## src/tempSensorPkg.sv

```systemverilog
`default_nettype none

package tempSensorPkg;

    // Sequencing lengths in clk cycles
    localparam int PrechargeCycles = 16;
    localparam int DiodeCyclesBg = 9;
    localparam int DiodeCyclesPtat = 17;
    localparam int BigDiodeMaxCycles = 7;
    localparam int ChargeCycles = 6;
    localparam int MeasureCycles = 402;
    localparam int SleepCycles = 32;

    // Round limits
    localparam int BandgapRounds = 12;
    localparam int PtatMinRounds = 5;

    localparam int CountWidth = 8;
    localparam int CycleWidth = $clog2(MeasureCycles);
    localparam int RoundWidth = $clog2(BandgapRounds + 1);

    typedef logic [CountWidth-1:0] count_t;
    typedef logic [CycleWidth-1:0] cycleCount_t;
    typedef logic [RoundWidth-1:0] roundCount_t;

    typedef enum logic [1:0] {
        modeIdle,
        modeBandgap,
        modePtat
    } phaseMode_t;

    typedef enum logic [2:0] {
        msPrecharge,
        msBandgap,
        msPtat,
        msTempSens,
        msSleep
    } measureState_t;

    typedef enum logic [2:0] {
        psBlankDiode,
        psDiode,
        psBlankBigDiode,
        psBigDiode,
        psHCharge,
        psLCharge,
        psOutput
    } phaseState_t;

endpackage

`default_nettype wire

```

## src/chopCounter.sv

```systemverilog
`default_nettype none

module chopCounter (
    input  logic                  clk,
    input  logic                  reset,
    input  logic                  cmp,
    input  logic                  measureEn,
    input  logic                  ptatSign,
    input  logic                  chopFsm,
    output tempSensorPkg::count_t tmpCount1,
    output tempSensorPkg::count_t tmpCount2,
    output logic                  cmpSync,
    output logic                  cmpP1,
    output logic                  cmpP2
);

    logic cmpMeta;
    logic cmpPrev;
    logic measureEnPrev;
    logic chopFlop;
    logic cmpRise;
    logic windowStart;

    // Two-flop synchronizer plus edge history
    always_ff @(posedge clk or posedge reset) begin
        if (reset) begin
            cmpMeta <= 1'b0;
            cmpSync <= 1'b0;
            cmpPrev <= 1'b0;
            measureEnPrev <= 1'b0;
        end else begin
            cmpMeta <= cmp;
            cmpSync <= cmpMeta;
            cmpPrev <= cmpSync;
            measureEnPrev <= measureEn;
        end
    end

    assign cmpRise = cmpSync & ~cmpPrev;
    assign windowStart = measureEn & ~measureEnPrev;

    // chopFlop holds the chopping offset relative to chopFsm, zero outside the window
    always_ff @(posedge clk or posedge reset) begin
        if (reset) begin
            tmpCount1 <= '0;
            tmpCount2 <= '0;
            chopFlop <= 1'b0;
        end else if (windowStart) begin
            tmpCount1 <= '0;
            tmpCount2 <= '0;
            chopFlop <= 1'b0;
        end else if (!measureEn) begin
            chopFlop <= 1'b0;
        end else if (cmpRise) begin
            chopFlop <= ~chopFlop;
            if (ptatSign) begin
                tmpCount1 <= tmpCount1 + 1'b1;
            end else begin
                tmpCount2 <= tmpCount2 + 1'b1;
            end
        end
    end

    // No step on cmpP1 when the window opens
    assign cmpP1 = measureEn ? (chopFsm ^ chopFlop) : chopFsm;
    assign cmpP2 = ~cmpP1;

endmodule

`default_nettype wire

```

## src/phaseSequencer.sv

```systemverilog
`default_nettype none

module phaseSequencer (
    input  logic                      clk,
    input  logic                      reset,
    input  logic                      cmpSync,
    input  tempSensorPkg::phaseMode_t phaseMode,
    output logic                      pI1,
    output logic                      pI2,
    output logic                      pII1,
    output logic                      pII2,
    output logic                      pA,
    output logic                      pB,
    output logic                      pC,
    output logic                      pD,
    output logic                      srcN,
    output logic                      snk,
    output logic                      chopFsm,
    output logic                      roundDone,
    output logic                      diodeDone
);

    import tempSensorPkg::*;

    phaseState_t state;
    phaseState_t afterBlank;
    phaseMode_t  curMode;
    cycleCount_t count;
    cycleCount_t diodeLast;
    logic        capturedCmp;
    logic        hCharged;
    logic        active;
    logic        cmpHeld;
    logic        diodeEnd;
    logic        bigDiodeEnd;
    logic        chargeEnd;

    // Switches open as soon as the requested mode differs from the running one
    assign active = (curMode == phaseMode) && (curMode != modeIdle);

    assign diodeLast = (curMode == modePtat) ? cycleCount_t'(DiodeCyclesPtat - 1)
                                             : cycleCount_t'(DiodeCyclesBg - 1);
    assign diodeEnd = (state == psDiode) && (count == diodeLast);
    assign cmpHeld = (cmpSync == capturedCmp);
    // Bounded even if cmp never moves
    assign bigDiodeEnd = !cmpHeld || (count == cycleCount_t'(BigDiodeMaxCycles - 1));
    assign chargeEnd = (count == cycleCount_t'(ChargeCycles - 1));

    always_ff @(posedge clk or posedge reset) begin
        if (reset) begin
            state <= psBlankBigDiode;
            afterBlank <= psDiode;
            curMode <= modeIdle;
            count <= '0;
            capturedCmp <= 1'b0;
            hCharged <= 1'b0;
            chopFsm <= 1'b1;
        end else if (phaseMode != curMode) begin
            // Restart on any mode change
            curMode <= phaseMode;
            state <= psBlankBigDiode;
            afterBlank <= psDiode;
            count <= '0;
            hCharged <= 1'b0;
        end else if (curMode != modeIdle) begin
            count <= count + 1'b1;
            case (state)
                psBlankBigDiode: begin
                    capturedCmp <= cmpSync;
                    state <= psBigDiode;
                    count <= '0;
                end
                psBigDiode: begin
                    if (bigDiodeEnd) begin
                        state <= psBlankDiode;
                        afterBlank <= psDiode;
                        count <= '0;
                    end
                end
                psBlankDiode: begin
                    state <= afterBlank;
                    count <= '0;
                end
                psDiode: begin
                    if (diodeEnd) begin
                        chopFsm <= ~chopFsm;
                        count <= '0;
                        if (curMode == modeBandgap) begin
                            state <= psBlankDiode;
                            afterBlank <= hCharged ? psLCharge : psHCharge;
                        end else begin
                            state <= psBlankBigDiode;
                        end
                    end
                end
                psHCharge: begin
                    if (chargeEnd) begin
                        hCharged <= 1'b1;
                        state <= psBlankBigDiode;
                        count <= '0;
                    end
                end
                psLCharge: begin
                    if (chargeEnd) begin
                        state <= psOutput;
                        count <= '0;
                    end
                end
                psOutput: begin
                    hCharged <= 1'b0;
                    state <= psBlankBigDiode;
                    count <= '0;
                end
                default: begin
                    state <= psBlankBigDiode;
                    count <= '0;
                end
            endcase
        end
    end

    // Switch decode, first switch of each pair closes during the blank cycle
    always_comb begin
        pI1 = 1'b0;
        pI2 = 1'b0;
        pII1 = 1'b0;
        pII2 = 1'b0;
        pA = 1'b0;
        pB = 1'b0;
        pC = 1'b0;
        pD = 1'b0;
        if (active) begin
            case (state)
                psBlankBigDiode: begin
                    pI1 = 1'b1;
                end
                psBigDiode: begin
                    pI1 = 1'b1;
                    pI2 = 1'b1;
                end
                psBlankDiode: begin
                    pII1 = (afterBlank == psDiode);
                end
                psDiode: begin
                    pII1 = 1'b1;
                    pII2 = 1'b1;
                end
                psHCharge: begin
                    pA = 1'b1;
                    pB = 1'b1;
                end
                psLCharge: begin
                    pA = 1'b1;
                    pC = 1'b1;
                end
                psOutput: begin
                    pB = 1'b1;
                    pC = 1'b1;
                    pD = 1'b1;
                end
                default: begin
                end
            endcase
        end
    end

    // Current drive while the comparator still agrees with its start value
    assign srcN = active && (state == psBigDiode) && cmpHeld && cmpSync;
    assign snk = active && (state == psBigDiode) && cmpHeld && !cmpSync;

    assign roundDone = active && (state == psOutput);
    assign diodeDone = active && diodeEnd;

endmodule

`default_nettype wire

```

## src/measureSequencer.sv

```systemverilog
`default_nettype none

module measureSequencer (
    input  logic                      clk,
    input  logic                      reset,
    input  logic                      cmpSync,
    input  logic                      roundDone,
    input  logic                      diodeDone,
    output tempSensorPkg::phaseMode_t phaseMode,
    output logic                      measureEn,
    output logic                      ptatSign,
    output logic                      preChrg,
    output logic                      pwrUp,
    output logic                      valid,
    output logic                      sBgCtrl,
    output logic                      sPtatCtrl,
    output logic                      sBg2Cmp,
    output logic                      sCap2Cmp,
    output logic                      sRef2Cmp,
    output logic                      sCapRst,
    output logic                      sPtatOut,
    output logic                      sRdisconN
);

    import tempSensorPkg::*;

    measureState_t state;
    measureState_t stateNext;
    cycleCount_t   cycleCount;
    roundCount_t   roundCount;
    logic          ptatAccept;

    // Sign change only counts after enough diode phases
    assign ptatAccept = diodeDone && (cmpSync != ptatSign)
                        && (roundCount >= roundCount_t'(PtatMinRounds - 1));

    always_comb begin
        stateNext = state;
        case (state)
            // Reset cycle sits here with outputs still low, hence no minus one
            msPrecharge: begin
                if (cycleCount == cycleCount_t'(PrechargeCycles)) begin
                    stateNext = msBandgap;
                end
            end
            msBandgap: begin
                if (roundDone && (roundCount == roundCount_t'(BandgapRounds - 1))) begin
                    stateNext = msPtat;
                end
            end
            msPtat: begin
                if (ptatAccept) begin
                    stateNext = msTempSens;
                end
            end
            msTempSens: begin
                if (cycleCount == cycleCount_t'(MeasureCycles - 1)) begin
                    stateNext = msSleep;
                end
            end
            msSleep: begin
                if (cycleCount == cycleCount_t'(SleepCycles - 1)) begin
                    stateNext = msBandgap;
                end
            end
            default: begin
                stateNext = msPrecharge;
            end
        endcase
    end

    always_ff @(posedge clk or posedge reset) begin
        if (reset) begin
            state <= msPrecharge;
            cycleCount <= '0;
            roundCount <= '0;
            ptatSign <= 1'b0;
        end else begin
            state <= stateNext;
            if (stateNext != state) begin
                cycleCount <= '0;
                roundCount <= '0;
            end else begin
                cycleCount <= cycleCount + 1'b1;
                if (state == msBandgap && roundDone) begin
                    roundCount <= roundCount + 1'b1;
                end else if (state == msPtat && diodeDone
                             && roundCount < roundCount_t'(PtatMinRounds - 1)) begin
                    roundCount <= roundCount + 1'b1;
                end
            end
            if (state == msPtat && ptatAccept) begin
                ptatSign <= cmpSync;
            end
        end
    end

    // Registered switch levels, decoded from the state being entered
    always_ff @(posedge clk or posedge reset) begin
        if (reset) begin
            phaseMode <= modeIdle;
            measureEn <= 1'b0;
            preChrg <= 1'b0;
            pwrUp <= 1'b0;
            valid <= 1'b0;
            sBgCtrl <= 1'b0;
            sPtatCtrl <= 1'b0;
            sBg2Cmp <= 1'b0;
            sCap2Cmp <= 1'b0;
            sRef2Cmp <= 1'b0;
            sCapRst <= 1'b0;
            sPtatOut <= 1'b0;
            sRdisconN <= 1'b0;
        end else begin
            phaseMode <= (stateNext == msBandgap) ? modeBandgap
                       : (stateNext == msPtat) ? modePtat : modeIdle;
            measureEn <= (stateNext == msTempSens);
            preChrg <= (stateNext == msPrecharge);
            pwrUp <= (stateNext != msSleep);
            valid <= (state == msTempSens) && (stateNext == msSleep);
            sBgCtrl <= (stateNext == msPrecharge) || (stateNext == msBandgap);
            sPtatCtrl <= (stateNext == msPrecharge) || (stateNext == msPtat)
                         || (stateNext == msTempSens);
            sBg2Cmp <= (stateNext == msBandgap) || (stateNext == msPtat);
            sCap2Cmp <= (stateNext == msTempSens);
            sRef2Cmp <= (stateNext == msTempSens);
            sCapRst <= (stateNext == msPrecharge) || (stateNext == msSleep);
            sPtatOut <= (stateNext == msTempSens);
            sRdisconN <= (stateNext == msPrecharge) || (stateNext == msBandgap)
                         || (stateNext == msSleep);
        end
    end

endmodule

`default_nettype wire

```

## src/tempSensorTop.sv

```systemverilog
`default_nettype none

module tempSensorTop (
    input  logic                  clk,
    input  logic                  reset,
    input  logic                  cmp,
    output logic                  pI1,
    output logic                  pI2,
    output logic                  pII1,
    output logic                  pII2,
    output logic                  pA,
    output logic                  pB,
    output logic                  pC,
    output logic                  pD,
    output logic                  srcN,
    output logic                  snk,
    output logic                  cmpP1,
    output logic                  cmpP2,
    output tempSensorPkg::count_t tmpCount1,
    output tempSensorPkg::count_t tmpCount2,
    output logic                  preChrg,
    output logic                  pwrUp,
    output logic                  valid,
    output logic                  sBgCtrl,
    output logic                  sPtatCtrl,
    output logic                  sBg2Cmp,
    output logic                  sCap2Cmp,
    output logic                  sRef2Cmp,
    output logic                  sCapRst,
    output logic                  sPtatOut,
    output logic                  sRdisconN
);

    import tempSensorPkg::*;

    phaseMode_t phaseMode;
    logic       cmpSync;
    logic       measureEn;
    logic       ptatSign;
    logic       chopFsm;
    logic       roundDone;
    logic       diodeDone;

    // Comparator sync and result counting
    chopCounter uChopCounter (
        .clk       (clk),
        .reset     (reset),
        .cmp       (cmp),
        .measureEn (measureEn),
        .ptatSign  (ptatSign),
        .chopFsm   (chopFsm),
        .tmpCount1 (tmpCount1),
        .tmpCount2 (tmpCount2),
        .cmpSync   (cmpSync),
        .cmpP1     (cmpP1),
        .cmpP2     (cmpP2)
    );

    phaseSequencer uPhaseSequencer (
        .clk       (clk),
        .reset     (reset),
        .cmpSync   (cmpSync),
        .phaseMode (phaseMode),
        .pI1       (pI1),
        .pI2       (pI2),
        .pII1      (pII1),
        .pII2      (pII2),
        .pA        (pA),
        .pB        (pB),
        .pC        (pC),
        .pD        (pD),
        .srcN      (srcN),
        .snk       (snk),
        .chopFsm   (chopFsm),
        .roundDone (roundDone),
        .diodeDone (diodeDone)
    );

    measureSequencer uMeasureSequencer (
        .clk       (clk),
        .reset     (reset),
        .cmpSync   (cmpSync),
        .roundDone (roundDone),
        .diodeDone (diodeDone),
        .phaseMode (phaseMode),
        .measureEn (measureEn),
        .ptatSign  (ptatSign),
        .preChrg   (preChrg),
        .pwrUp     (pwrUp),
        .valid     (valid),
        .sBgCtrl   (sBgCtrl),
        .sPtatCtrl (sPtatCtrl),
        .sBg2Cmp   (sBg2Cmp),
        .sCap2Cmp  (sCap2Cmp),
        .sRef2Cmp  (sRef2Cmp),
        .sCapRst   (sCapRst),
        .sPtatOut  (sPtatOut),
        .sRdisconN (sRdisconN)
    );

endmodule

`default_nettype wire

```

## config.mk

```make
export PLATFORM = sky130hd
export DESIGN_NAME = tempSensorTop
export DESIGN_NICKNAME = d
export VERILOG_FILES = /design/src/tempSensorPkg.sv /design/src/chopCounter.sv /design/src/phaseSequencer.sv /design/src/measureSequencer.sv /design/src/tempSensorTop.sv
export SDC_FILE = /design/constraint.sdc
export NUM_CORES = 1
export LEC_CHECK = 0
export BUFFER_PORTS_ARGS = -buffer_cell sky130_fd_sc_hd__buf_4
export CORE_ASPECT_RATIO = 1.2
export CORE_MARGIN = 2
export CORE_UTILIZATION = 40
export DETAILED_ROUTE_END_ITERATION = 8
export GPL_TIMING_DRIVEN = 0
export SYNTH_ARGS = -nofsm -noshare
export SYNTH_HDL_FRONTEND = slang
export SYNTH_SLANG_ARGS = --single-unit
```

## constraint.sdc

```tcl
create_clock -name clk -period 4.6 [get_ports clk]
set_input_delay 0.92 -clock clk [delete_from_list [all_inputs] [get_ports clk]]
set_output_delay 0.92 -clock clk [all_outputs]
set_load 0.02 [all_outputs]
```

==> impl_metrics.toml <==
[status]
outcome = "complete, no violations"

[floorplanning]
initial_core_util_pct = 41.2
die_w_um = 89.7
boundaryPins = 42
die_y_um = 107
rows = 37
fp.dieArea_sq_um = 9590
core-area_sq_um = 8560

[global_routing]
grt_pass1_wl_um = 12500
grt_max_degree = 69
grt_pass1_vias = 2661
grt_remaining_overflow = 0
grt_usage_pct = 16.1
antenna_found_initial = 0

[worst_setup_path]
cp_data_arrival_time_ps = 2070
worstPathCellList = "buf_6, and4bb_2, a31o_2, nand2_1, nor2_1, nand2_1, nor3_1, buf_4"
crit_fanout = 9
crit_path_top_delay_cell = "dfrtp_1"
path_class = "reg -> out"
cp-start-kind = "flop"
crit_required_ps = 3680
crit_path_frequent_cell = "nand2_1"
cp_slowest_stage_delay_ps = 380
end_kind = "output port"

[clock_network]
cts_tree = "built"
ctsResizeCount = 0
numCtsBuffers = 9
post_cts_buffers = 0
ctsRootBufferMaster = "clkbuf_8"
cts_hold_buf = 0
clk_path_buf_depth = 2
path_clk_slew_ps = 80
clk_latency_ps = 350
h-tree-depth = 3
numClockSinks = 68

[logic_synthesis]
synth-async-reset-ratio_pct = 100
ys_ff_latch = 68
synth_top_family_by_area = "simple AND/OR/NAND/NOR gates"
ys_types = 62
synthTopCellsByArea = "dfrtp_1 46%, nor2_1 5.3%, xnor2_1 4.2%"
syn_area_sq_um = 3530
synthSimpleGateAreaFrac_pct = 22.5
seq_area_frac_synth_pct = 48.4
syn_inst = 350
synth-xor-area-share_pct = 8.90
synth-compound-area-share_pct = 10.2
synth_top_cell_by_area = "dfrtp_1"
syn_avg_cell_area_sq_um = 10.1
synth_top_area_share_pct = 46.1
synth_flop_cell = "dfrtp_1"
synth_adder_area_share_pct = 3.55
synth_nets = 363
synth_warnings = 0
synth_edf_count = 0
synth_mux_area_share_pct = 1.77

[sta]
rsz0062_at_grt = "no"
layout_setup_ws_ps = 1610
tightest_slew_ps = 1030
finalCritPeriodShare_pct = 64.9
fin_worst_skew_ps = 9.88
min_period_ps = 2990
fmax_ghz = 0.335
fin_setup_tns_ps = 0
setup_viol = 0
max_slew_margin_pct = 30.7
hold_viol = 0
slew_viol_final = 0

[pwr]
vdd_ir_drop_max_mv = 0.167
p_per_area_nw_per_um2 = 364
power.leakage_nw = 1.97
p_int_mw = 0.991
p_switching_mw = 0.522
power_frac_comb_pct = 25.4
seq_power_share_pct = 45.2
pwr-share-clk_pct = 29.4
switching_share_pct = 34.5

[final_layout]
fill_cells = 830
layout-drive-gt1-share_pct = 21.4
area_growth_pct = 17.9
n_antenna_cell = 0
nets = 415

[placement]
dp_hpwl_um = 4990
io_buffers = 41
place_ws_ps = 1980
place_congestion = 0.846

[route]
top_layer_used = "met4"
dr.pass1.iters = 4
ant_nets = 0
finalWirelength_um = 7080
wl_per_cell_um = 13.5
num_vias = 2642
vias_per_cell = 5.04
drt_iter0_markers = 101
drc = 0
wl_met3_um = 223
wl_met1_um = 3380
dr_wl_met2_um = 3340

[run]
max_cap_violations = 0

[hold_path]
hold_class = "reg -> reg"
-- cell usage in the layout, fill, tap and decap left out, types with 3 or more instances in the layout --
cell type,instances
a21o_1,4
a21oi_1,9
a22o_1,3
a31oi_1,3
and2_1,3
and3_1,9
buf_4,44
buf_6,3
clkbuf_1,8
clkbuf_8,9
clkinv_4,3
dfrtp_1,65
dfstp_2,3
ha_1,10
inv_1,18
mux2i_1,4
nand2_1,25
nand2b_1,5
nand3_1,13
nand4_1,7
nor2_1,50
nor2b_1,3
nor3_1,9
nor3b_1,3
o211ai_1,3
o21ai_0,8
xnor2_1,17
xor2_1,17
-- stage by stage --
stage,util (%),power (mW),instance area (sq um),cells,hold slack (ps)
floorplan,-,0.970,3530,350,331
global placement,46.5,1.07,3980,508,340
detailed placement,46.5,1.08,3980,508,344
CTS,48.6,1.53,4160,524,364
global route,48.6,1.61,4160,524,377
finish,48.6,1.51,4160,524,360
-- final timing paths --
kind / from / end / slack, ps / cells past startpoint
setup / recovery: uPhaseSequencer.curMode[0] / snk / 1610 / 8
hold / removal: uChopCounter.cmpMeta / uChopCounter.cmpSync / 360 / 0
setup reg to reg: uPhaseSequencer.count[5] / uMeasureSequencer.cycleCount[2] / 2350 / 7
hold reg to reg: uChopCounter.cmpMeta / uChopCounter.cmpSync / 360 / 0
max in group asynchronous: reset / uMeasureSequencer.roundCount[0] / 3300 / 2
min in group asynchronous: reset / uChopCounter.tmpCount2[1] / 730 / 2
-- flip-flops by register name, indices dropped and copies added (netlist names), 2 cells and up --
| register | flops |
|---|---|
| uChopCounter.tmpCount1 | 8 |
| uMeasureSequencer.cycleCount | 9 |
| uPhaseSequencer.afterBlank | 2 |
| uMeasureSequencer.roundCount | 4 |
| uMeasureSequencer.state | 3 |
| uMeasureSequencer.phaseMode | 2 |
| uPhaseSequencer.curMode | 2 |
| uPhaseSequencer.state | 3 |
| uChopCounter.tmpCount2 | 8 |
| uPhaseSequencer.count | 9 |
-- worst max-delay path, delay by kind of cell, from the launching register on --
kind	cells	cell delay, ps
DFF	1	380
buffers and inverters	2	310
and+or+nand+nor	5	840
AOI/OAI and AO/OA	1	190
-- area by class of cell --
cell class | instances | area (sq um) | area share (%)
sequential | 68 | 1710 | 41.0
inverter | 19 | 73.8 | 1.77
clock inverter | 7 | 52.6 | 1.26
clock buffer | 9 | 124 | 2.98
tap | 117 | 146 | 3.52
buffer | 16 | 96.3 | 2.32
multi-input combinational | 247 | 1650 | 39.8
timing repair buffer | 41 | 308 | 7.40
-- synthesized netlist by cell type (5+ instances only) --
| library cell | instances |
|---|---|
| a21oi_1 | 9 |
| and3_1 | 9 |
| clkbuf_1 | 8 |
| dfrtp_1 | 65 |
| ha_1 | 10 |
| inv_1 | 19 |
| nand2_1 | 25 |
| nand2b_1 | 5 |
| nand3_1 | 13 |
| nand4_1 | 7 |
| nor2_1 | 50 |
| nor3_1 | 9 |
| o21ai_0 | 8 |
| xnor2_1 | 17 |
| xor2_1 | 17 |
-- routing by layer --
metal / vias to the layer above / GRT usage, %
met5: - / 0
met4: 0 / 6.26
met3: 9 / 3.23
met2: 42 / 26.0
met1: 1283 / 21.5
li1: 1308 / -
-- cells by family after synthesis --
group | after synthesis
fa+ha+maj | 10
compound gates | 48
mux | 6
flops | 68
xor+xnor | 35
simple gates | 148
buf+inv | 35
-- power groups by stage --
stage	Sequential (mW)	Combinational [mW]	Clock, mW
5_1_grt	0.689	0.438	0.486
4_1_cts	0.683	0.388	0.461
2_1_floorplan	0.684	0.286	0
3_5_place_dp	0.695	0.385	0
3_3_place_gp	0.693	0.378	0
6_report	0.684	0.384	0.445
No activity file was read; power rests on OpenSTA's default activity.
